--- src/logic/bus_map_pkg.sv ---
`default_nettype none

package bus_map_pkg;

   localparam int addr_w = 12;
   localparam int data_w = 32;

   typedef logic [addr_w-1:0] bus_addr_t;
   typedef logic [data_w-1:0] bus_word_t;

   // engine memory offset and configuration index widths
   localparam int eng_addr_w = 8;
   localparam int conf_reg_addr_w = 4;

   // region bases
   localparam bus_addr_t eng_base = 12'h800;
   localparam bus_addr_t conf_base = 12'h100;
   localparam bus_addr_t scratch_base = 12'h110;
   localparam bus_addr_t alias_addr = 12'h000;

   // masks keep the block bits, drop the in-block offset
   localparam bus_addr_t reg_blk_mask =
      bus_addr_t'({{(addr_w - conf_reg_addr_w){1'b1}}, {conf_reg_addr_w{1'b0}}});
   localparam bus_addr_t eng_blk_mask =
      bus_addr_t'({{(addr_w - eng_addr_w){1'b1}}, {eng_addr_w{1'b0}}});

endpackage

`default_nettype wire

--- src/logic/engine_pkg.sv ---
`default_nettype none

package engine_pkg;

   typedef logic [bus_map_pkg::conf_reg_addr_w-1:0] conf_idx_t;

   // configuration register indices
   localparam conf_idx_t reg_ctrl = 4'd0;
   localparam conf_idx_t reg_src = 4'd1;
   localparam conf_idx_t reg_dst = 4'd2;
   localparam conf_idx_t reg_len = 4'd3;
   localparam conf_idx_t reg_op = 4'd4;
   localparam conf_idx_t reg_const = 4'd5;

   typedef logic [bus_map_pkg::eng_addr_w-1:0] eng_off_t;

   // 0 to 256 elements
   typedef logic [bus_map_pkg::eng_addr_w:0] run_len_t;
   localparam run_len_t max_len = 9'd256;

   typedef enum logic [1:0] {
      op_copy = 2'd0,
      op_add_const = 2'd1,
      op_accum = 2'd2
   } eng_op_t;

   typedef enum logic [2:0] {
      st_idle,
      st_fill,
      st_stream,
      st_flush,
      st_done
   } ctrl_state_t;

endpackage

`default_nettype wire

--- src/logic/eng_ctrl.sv ---
`timescale 1ns/10ps
`default_nettype none

module eng_ctrl (
   input  wire logic                clk,
   input  wire logic                rst,
   input  wire logic                start,
   input  wire logic                last,
   input  wire logic                empty,
   input  wire engine_pkg::eng_op_t op,
   output logic                     load,
   output logic                     step,
   output logic                     addr_load,
   output logic                     rd_adv,
   output logic                     acc_clear,
   output logic                     acc_en,
   output logic                     rd_en,
   output logic                     wr_en,
   output logic                     busy,
   output logic                     done
);

   engine_pkg::ctrl_state_t state;
   engine_pkg::ctrl_state_t state_nxt;

   always_comb begin
      state_nxt = state;
      case (state)
         engine_pkg::st_idle:
            if (start) begin
               state_nxt = empty ? engine_pkg::st_done : engine_pkg::st_fill;
            end
         engine_pkg::st_fill:
            state_nxt = last ? engine_pkg::st_flush : engine_pkg::st_stream;
         engine_pkg::st_stream:
            if (last) begin
               state_nxt = engine_pkg::st_flush;
            end
         engine_pkg::st_flush:
            state_nxt = engine_pkg::st_done;
         default:
            state_nxt = engine_pkg::st_idle;
      endcase
   end

   always_ff @(posedge clk) begin
      if (rst) begin
         state <= engine_pkg::st_idle;
         done <= 1'b0;
      end else begin
         state <= state_nxt;
         done <= (state == engine_pkg::st_done);
      end
   end

   // start only counts when idle
   assign load = (state == engine_pkg::st_idle) & start;
   assign addr_load = load;
   assign acc_clear = load;

   // one read per cycle in fill and stream
   assign step = (state == engine_pkg::st_fill) | (state == engine_pkg::st_stream);
   assign rd_adv = step;
   assign rd_en = step;

   // read data is valid one cycle after each read
   assign acc_en = (state == engine_pkg::st_stream) | (state == engine_pkg::st_flush);
   assign wr_en = ((state == engine_pkg::st_stream) && (op != engine_pkg::op_accum)) ||
                  (state == engine_pkg::st_flush);

   assign busy = (state != engine_pkg::st_idle);

   a_wr_in_run: assert property (@(posedge clk) disable iff (rst)
      wr_en |-> $past(state != engine_pkg::st_idle));

endmodule

`default_nettype wire

--- config.mk ---
export PLATFORM = sky130hd
export DESIGN_NAME = eng_ctrl
export DESIGN_NICKNAME = d
export VERILOG_FILES = /design/src/logic/bus_map_pkg.sv /design/src/logic/engine_pkg.sv /design/src/logic/eng_ctrl.sv
export SDC_FILE = /design/constraint.sdc
export NUM_CORES = 1
export LEC_CHECK = 0
export ABC_AREA = 1
export BUFFER_PORTS_ARGS = -buffer_cell sky130_fd_sc_hd__buf_2
export CAP_MARGIN = 20
export CORE_AREA = 5 5 42 44
export DETAILED_ROUTE_END_ITERATION = 8
export DIE_AREA = 0 0 47 49
export GPL_TIMING_DRIVEN = 1
export PLACE_DENSITY = 0.45
export SETUP_SLACK_MARGIN = 0.5
export SYNTH_ARGS = -nofsm -noshare
export SYNTH_HDL_FRONTEND = slang
export SYNTH_SLANG_ARGS = --single-unit
--- constraint.sdc ---
create_clock -name clk -period 2.1 [get_ports clk]
set_clock_uncertainty 0.05 [all_clocks]
set_input_delay 0.42 -clock clk [delete_from_list [all_inputs] [get_ports clk]]
set_output_delay 0.42 -clock clk [all_outputs]
set_load 0.005 [all_outputs]
==> metrics.md, run 1 <==
| Metric | Value |
|---|---|
| Peak supply drop | roughly 0.00025 V |
| Routed vias | 283 |
| Cell Area, Synth | roughly 260 um2 |
| Core ar. | 0.00140 mm2 |
| Clk_lat worst skew | approximately 230 ps |
| DR iter-0 viols | 3 |
| # rows | 14 |
| Startpoint Class | flip-flop |
| Final setup slack of the worst path | around 570 ps |
| CP Depth | 5 |
| Share of cells above drive strength 1 | a little under three fifths |
| RSZ-0062 raised after global routing | no |
| #FFs+latches synth | 4 |
| Bufs and invs on worst path | 2 |
| Post-Route WL | 641 um |
| # setup viols final | 0 |
| Pre-Repair DR Iteration Count | 4 |
| Initial antenna violation count | 0 |
| CTS tree | yes |
| Die Span Y | ~49 um |
| Arrival time worst endpoint | between 1000 and 1500 ps |
| Via-to-Cell Ratio | about 4 |
| Max cap viols | 0 |
| # DRC | 0 |
| Routed WL per cell | 9.03 um |
| Critical Path Sink Type | primary output |
| CTS buffer count | 3 |
| Total grt overflow | 0 |
| Setup WS pre-CTS | between 700 and 800 ps |
| Root Driver | clkbuf_4 |
| Design Area, Final | around 360 um2 |
| Status | finished clean |
| Initial Utilization | 18.2% |
| IO Pins | 17 |
| Core Util, Final | 25.8% |
| Mapped Cells | 39 |
| LEAKAGE | about 0.21 nW |
| CTS Sinks | 4 |
| Final antenna-violating net count | 0 |
| Fin. max-slew vios | 0 |
| Layout area overhead | 41.7% |
| Min-delay worst type | input port to flip-flop |
| WHS Path Cells | 2 |
| Crit share post-route | between 70% and 80% |
| Placed cell area | 325 um2 |
| Slew headroom | between 80% and 90% |
| Slew at the pin with the worst max-slew slack | 252 ps |
| Largest net degree at the start of global routing | 7 |
| Avg Cell Area, Syn | between 6 and 7 um2 |
| CP max FO | 5 |
| WP data required | roughly 1600 ps |
| PwrDens | approximately 900 mW/mm2 |
| FMAX | 655 MHz |
| N_diodes | 0 |
| PortBufs | 16 |
| Critical path cell sequence | inv_2 > nor2_4 > nand2_2 > nand2_1 > buf_2 |
| Vias in the first global route | 235 |
| CTS Hold Bufs | 0 |
| All-layer global routing usage | 5.92% |
| Final Hold Fails | 0 |
| Slowest CP cell | dfxtp_2 |
| Tmin final | 1530 ps |
| Critical Path Max Stage Delay | 340 ps |
| DPL Wire Length | 509 um |
| Register area share after synthesis | a little under a third |
| Clock Path Buffers | 2 |
| CTS clk-pin slew, worst paths | roughly 40 ps |
| Final GP Congestion | around 0.68 |
| Setup CP Type | flip-flop to primary output |
| First-pass GRT wire length | roughly 900 um |
| Die X-Extent | roughly 47 um |
| Syn_nets | 46 |
| H-tree Lvls | 1 |
| Net count, final | 64 |
| Die Footprint | about 0.0023 mm2 |
| Delay-heaviest family, CP | flip-flops |
| Reg2reg setup slack | about 1100 ps |
| Warnings from Yosys | 0 |
| TNS Setup | 0 ps |
| Worst Reg2Reg Path Length in Cells | 5 |
| Post-synth cell types | 15 |
==> timing repair <==
item / 4_1_cts / 5_1_grt
buffers inserted: 0 / 1
gates resized for setup: 0 / 4
setup endpoints to repair: 0 / 6
==> cells in the final DEF (no fill, tap or decap) <==
cell type and instances:
inv_2 3, a21oi_1 1, inv_1 6, nor2_1 4, nor2_4 1, o21ai_1 1, buf_4 1, nand2_2 2
dfxtp_1 1, buf_2 16, clkbuf_4 3, dfxtp_2 3, nand3_1 4, nand4_1 1, nor2_2 2, nand2_1 4
nor4_1 1, o21ai_0 1
==> metal layers <==
layer / global-route usage [%] / up-vias / share of wire (%)
li1: - / 150 / -
met3: 3.32 / 0 / 9.4
met5: 0 / - / 0
met4: 5.53 / 0 / 0
met1: 6.59 / 123 / 42
met2: 7.47 / 10 / 49
==> state kept, by name (all words and copies together), names as in the netlist <==
register and cells:
state 3, done 1
==> worst paths after layout <==
| kind | to | from |
|---|---|---|
| max reg2reg | state[2] | state[0] |
| min | state[1] | rst |
| max | step | state[1] |
| min reg2reg | done | state[1] |
==> stage by stage <==
stage                     total power (W)  instances  hold WS (ps)
after CTS                        0.000334         70           330
final                            0.000333         71           331
after global routing             0.000364         71           334
after global placement           0.000235         67           433
after detailed placement         0.000236         67           430
after floorplan                  0.000202         39           410
==> report_power, final <==
part           switching [W]  internal [W]   total, W
Clock              0.0000288     0.0000638  0.0000926
Combinational      0.0000755     0.0000630   0.000138
Sequential         0.0000126     0.0000897   0.000102
Total               0.000117      0.000216   0.000333
==> Yosys cell counts <==
cell type	instances	area, um2
nand4_1	1	6.26
a21oi_1	1	5.00
nand2_2	2	12.5
o21ai_0	1	5.00
nor2_1	5	18.8
inv_2	3	11.3
nand2_1	4	15.0
nor2_4	1	11.3
dfxtp_1	4	80.1
nor4_1	1	6.26
inv_1	6	22.5
buf_4	4	30.0
nand3_1	4	20.0
nor2_2	1	6.26
o21ai_1	1	5.00
==> logic make-up (layout without fill, tap and decap cells) <==
logic type | Yosys count | after routing | share of synthesized area, %
and+or+nand+nor | 19 | 19 | 37.7
AOI/OAI and AO/OA | 3 | 3 | 5.88
DFF | 4 | 4 | 31.4
buffers and inverters | 13 | 29 | 25.0
==> final cells by class <==
| type | instances | area [um2] |
|---|---|---|
| Fill cell | 171 | 1040 |
| Multi-Input combinational cell | 22 | 114 |
| Timing Repair Buffer | 17 | 87.6 |
| Sequential cell | 4 | 83.8 |
| Inverter | 9 | 33.8 |
| Clock buffer | 3 | 22.5 |
| Tap cell | 16 | 20.0 |
(Power assumes the default switching activity.)
==> run 2, diff against run 1 <==
==> constraint.sdc (replaced) <==
create_clock -name clk -period 1.6 [get_ports clk]
set_clock_uncertainty 0.05 [all_clocks]
set_input_delay 0.32 -clock clk [delete_from_list [all_inputs] [get_ports clk]]
set_output_delay 0.32 -clock clk [all_outputs]
set_load 0.005 [all_outputs]
==> run 2 against run 1 <==
  * Clock power increased by 36%
  * Total power is 62% higher
  * Setup slack got worse by 370 ps
  * Non-clock buffer count increased by 4
  * First-iteration DRC count up 33%
  * Global-route usage increased by 0.98 points
  * Critical path type unchanged
  * Die area unchanged
  * Combinational power rose by 98%
  * Register-to-register slack worse by 710 ps
  * Critical path depth fell by 1
==> metrics.md, run 2 (same netlist as run 1, synthesis figures left out) <==
| Metric | Value |
|---|---|
| Status | finished clean |
| Clock Path Buffers | 2 |
| Arrival time worst endpoint | approximately 1000 ps |
| CTS tree | yes |
| # DRC | 0 |
| Die X-Extent | between 40 and 50 um |
| Non-Filler Instances | between 70 and 80 |
| CTS clk-pin slew, worst paths | approximately 40 ps |
| PwrDens | 1230 mW/mm2 |
| # setup viols final | 0 |
| Peak supply drop | between 0.0004 and 0.0005 V |
| Post-Route WL | between 700 and 800 um |
| Most common cell after layout, fill and taps aside | buf_2 |
| Vias in the first global route | around 260 |
| Die Footprint | between 0.002 and 0.0025 mm2 |
| Setup WS pre-CTS | between 400 and 500 ps |
| Max cap viols | 0 |
| Most frequent cells in the layout | 15 x buf_2, 6 x inv_1, 5 x buf_4, 4 x nor2_1 |
| LEAKAGE | 0.244 nW |
| Initial antenna violation count | 0 |
| TNS Setup | 0 ps |
| # rows | 14 |
| Placed insts | 67 |
| Startpoint Class | flip-flop |
| CTS Sinks | 4 |
| Min-delay worst type | input port to flip-flop |
| N_diodes | 0 |
| Via-to-Cell Ratio | 4.13 |
| Final Hold Fails | 0 |
| Multi-input gate area in the final layout | about 140 um2 |
| Max reg flops | 3 |
| Crit share post-route | about 90% |
| DPL Wire Length | around 500 um |
| Core ar. | approximately 0.0014 mm2 |
| WP data required | 1230 ps |
| Pre-Repair DR Iteration Count | 4 |
| Slew at the pin with the worst max-slew slack | roughly 210 ps |
| Final antenna-violating net count | 0 |
| Total grt overflow | 0 |
| Routed vias | between 300 and 400 |
| Setup CP Type | flip-flop to primary output |
| Design Power | around 0.00054 W |
| FMAX | 715 MHz |
| Fin. max-slew vios | 0 |
| Root Driver | clkbuf_4 |
| CTS buffer count | 3 |
| Clk_lat worst skew | between 200 and 250 ps |
| Tmin final | around 1400 ps |
| Slew headroom | between 80 and 90% |
| Die Span Y | around 49 um |
| Initial Utilization | about 18% |
| DR iter-0 viols | 4 |
| PortBufs | 16 |
| Largest regs | state (3), done (1) |
| All-layer global routing usage | ~6.9% |
| Placed cell area | between 300 and 400 um2 |
| Final GP Congestion | between 0.7 and 0.8 |
| IO Pins | 17 |
| RSZ-0062 raised after global routing | yes |
| Largest net degree at the start of global routing | 7 |
| Routed WL per cell | 9.71 um |
| First-pass GRT wire length | approximately 1.1 mm |
| Critical Path Sink Type | primary output |
| Share of cells above drive strength 1 | between 60% and 70% |
| Final setup slack of the worst path | 201 ps |
| Fillcell total | 166 |
| Layout area overhead | 72.1% |
| Net count, final | a little under 70 |
| H-tree Lvls | 1 |
| Reg area | slightly below 90 um2 |
| CP max FO | 5 |
| Design Area, Final | around 440 um2 |
| Biggest register | state |
## run 2: path summary, 6_finish.rpt
path / from / depth (start not counted) / slack [ps] / end
worst max-delay path: state[0] / 4 / 200 / acc_clear
worst min-delay path: rst / 2 / 220 / state[1]
worst max register to register: state[0] / 7 / 430 / state[2]
worst min register to register: state[1] / 1 / 420 / done
## run 2: power by group
group,switching (W),internal [W]
sequential,0.0000243,0.000119
clock,0.0000416,0.0000839
combinational,0.000129,0.000144
## run 2: per-stage QoR
stage,hold WS (ps),util (%)
2_1_floorplan,332,-
3_3_place_gp,388,24.2
3_5_place_dp,395,24.2
4_1_cts,228,28.7
5_1_grt,218,31.3
6_report,222,31.3
## run 2: cell type report
type                       instances  share of cell area, %
clock buffer                       3                   5.13
inverter                           9                   9.40
multi-input combinational         22                   32.5
sequential                         4                   20.2
tap                               16                   4.56
timing repair buffer              21                   28.2
## run 2: layer usage
metal  part of all wire [%]  vias up  track usage [%]
met5                      0        -                0
met4                    2.3        0             8.29
met3                     11        2             1.11
met2                     49       14             10.6
met1                     37      137             6.56
li1                       -      157                -
## run 2: critical path, cell delays in order (launching register included)
cell and delay, ps:
dfxtp_4 370, nor2_4 140, nand2_4 80, nor2_4 90, buf_2 120
## run 2: what timing repair did
item,CTS,global route
setup endpoints to repair,9,11
hold buffers,0,0
resized for setup,5,6
pin swaps,3,2
gates cloned,0,0
setup buffers,3,2
==> run 3, diff against run 2 <==
--- a/config.mk
+++ b/config.mk
@@ -11,7 +11,7 @@
 export CORE_AREA = 5 5 42 44
 export DETAILED_ROUTE_END_ITERATION = 8
 export DIE_AREA = 0 0 47 49
-export GPL_TIMING_DRIVEN = 1
+export GPL_TIMING_DRIVEN = 0
 export PLACE_DENSITY = 0.45
 export SETUP_SLACK_MARGIN = 0.5
 export SYNTH_ARGS = -nofsm -noshare
==> run 3 against run 2 <==
  * Total power is 1.3% higher
  * Combinational power is 4% higher
  * Die area stayed put
  * Critical endpoint is now addr_load
  * Largest cell class is now buffers
  * Largest power group unchanged
==> metrics.md, run 3 (same netlist as run 1, synthesis figures left out) <==
| Metric | Value |
|---|---|
| Largest regs | state (3), done (1) |
| WHS Path Cells | 2 |
| Min-delay worst type | input port to flip-flop |
| Initial antenna violation count | 0 |
| Status | finished clean |
| Arrival time worst endpoint | between 1000 and 1500 ps |
| Crit share post-route | about nine tenths |
| FMAX | around 690 MHz |
| Critical Path Sink Type | primary output |
| Fin. max-slew vios | 0 |
| Final antenna-violating net count | 0 |
| PortBufs | 16 |
| Design Area, Final | roughly 460 um2 |
| Placed cell area | 369 um2 |
| N_diodes | 0 |
| # setup viols final | 0 |
| Die Footprint | approximately 0.0023 mm2 |
| Hold path endpoint | state[1] |
| Most frequent cells in the layout | 15 x buf_2, 9 x buf_4, 6 x inv_1, 4 x nor2_1 |
| Final GP Congestion | 0.683 |
| Share of cells above drive strength 1 | between 60% and 70% |
| Die Span Y | 49 um |
| R2R Path Start | state[0] |
| Post-Route WL | slightly below 700 um |
| Root Driver | clkbuf_4 |
| Slew headroom | 85.7% |
| Clk_lat worst skew | between 200 and 250 ps |
| Die X-Extent | 47 um |
| Reg2reg setup slack | between 500 and 600 ps |
| Final Hold Fails | 0 |
| Tmin final | around 1500 ps |
| CTS tree | yes |
| Largest net degree at the start of global routing | 7 |
| Worst R2R End | state[2] |
| PwrDens | about 1200 mW/mm2 |
| Layout area overhead | 79.9% |
| # rows | 14 |
| DR iter-0 viols | 5 |
| Most common cell after layout, fill and taps aside | buf_2 |
| CTS buffer count | 3 |
| Worst Reg2Reg Path Length in Cells | 6 |
| Pre-Repair DR Iteration Count | 4 |
| Net count, final | 72 |
| Total grt overflow | 0 |
| IO Pins | 17 |
| Vias in the first global route | roughly 310 |
| Max cap viols | 0 |
| Peak supply drop | between 0.0003 and 0.0004 V |
| CP max FO | 5 |
| Core ar. | 0.00140 mm2 |
| CTS Sinks | 4 |
| CTS clk-pin slew, worst paths | roughly 40 ps |
| Hold_sp | rst |
| Design Power | between 0.0005 and 0.0006 W |
| DPL Wire Length | ~520 um |
| H-tree Lvls | 1 |
| RSZ-0062 raised after global routing | yes |
| Biggest register | state |
| Max reg flops | 3 |
| Routed vias | 311 |
| Via-to-Cell Ratio | 3.94 |
| Clock Path Buffers | 2 |
| WP data required | 1230 ps |
| First-pass GRT wire length | ~1.1 mm |
| TNS Setup | 0 ps |
| All-layer global routing usage | about 6.7% |
| # DRC | 0 |
| Initial Utilization | a little under a fifth |
| LEAKAGE | about 0.26 nW |
| Routed WL per cell | ~8.6 um |
| Startpoint Class | flip-flop |
| Slew at the pin with the worst max-slew slack | about 210 ps |
| Setup CP Type | flip-flop to primary output |
-- run 3: stage by stage --
| stage | setup slack, ps | hold slack (ps) | util, % | std cells |
|---|---|---|---|---|
| after floorplan | 455 | 332 | - | 39 |
| after global routing | 80.7 | 219 | 32.8 | 79 |
| after detailed placement | 332 | 400 | 26.3 | 71 |
| after CTS | 136 | 214 | 31.0 | 78 |
| final | 146 | 215 | 32.8 | 79 |
| after global placement | 328 | 403 | 26.3 | 71 |
-- run 3: area by class of cell --
cell class / count / area, um2
clock buffers: 3 / 22.5
multi-input cells: 22 / 135
fillers: 166 / 942
plain buffers: 4 / 30.0
flip-flops and latches: 4 / 88.8
well taps: 16 / 20.0
repair buffers: 21 / 124
inverters: 9 / 38.8
-- run 3: where the power goes --
part	switching, W	internal [W]	total, W
logic	0.000124	0.000160	0.000284
registers	0.0000226	0.000119	0.000142
clock network	0.0000393	0.0000838	0.000123
total	0.000186	0.000363	0.000549
-- run 3: worst max-delay path by stage --
stage | from | endpoint | slack, ps | depth (start not counted)
after global placement | state[1] | step | 330 | 6
after CTS | state[1] | step | 140 | 6
after floorplan | state[1] | rd_en | 460 | 5
after detailed placement | state[1] | step | 330 | 6
final | state[0] | addr_load | 150 | 5
after global routing | state[0] | addr_load | 80 | 5
-- run 3: routing by layer --
metal | wire length [um] | vias up | share of wire [%] | GRT usage [%]
li1 | - | 167 | - | -
met1 | 258 | 132 | 38 | 6.78
met2 | 351 | 12 | 51 | 10.9
met3 | 73 | 0 | 11 | 1.48
met4 | 0 | 0 | 0 | 5.53
met5 | 0 | - | 0 | 0
-- run 3: timing repair --
| item | 4_1_cts | 5_1_grt |
|---|---|---|
| hold buffers | 0 | 0 |
| gates cloned | 0 | 0 |
| resized for setup | 3 | 5 |
| buffers inserted | 4 | 1 |
| pin swaps | 2 | 2 |
| endpoints found under the setup margin | 9 | 11 |
-- run 3: worst max-delay path, stage by stage, from the launching register on --
cell	delay (ps)
dfxtp_4	360
nor2_4	120
nand2_2	80
nor2_4	100
buf_4	100
buf_2	100
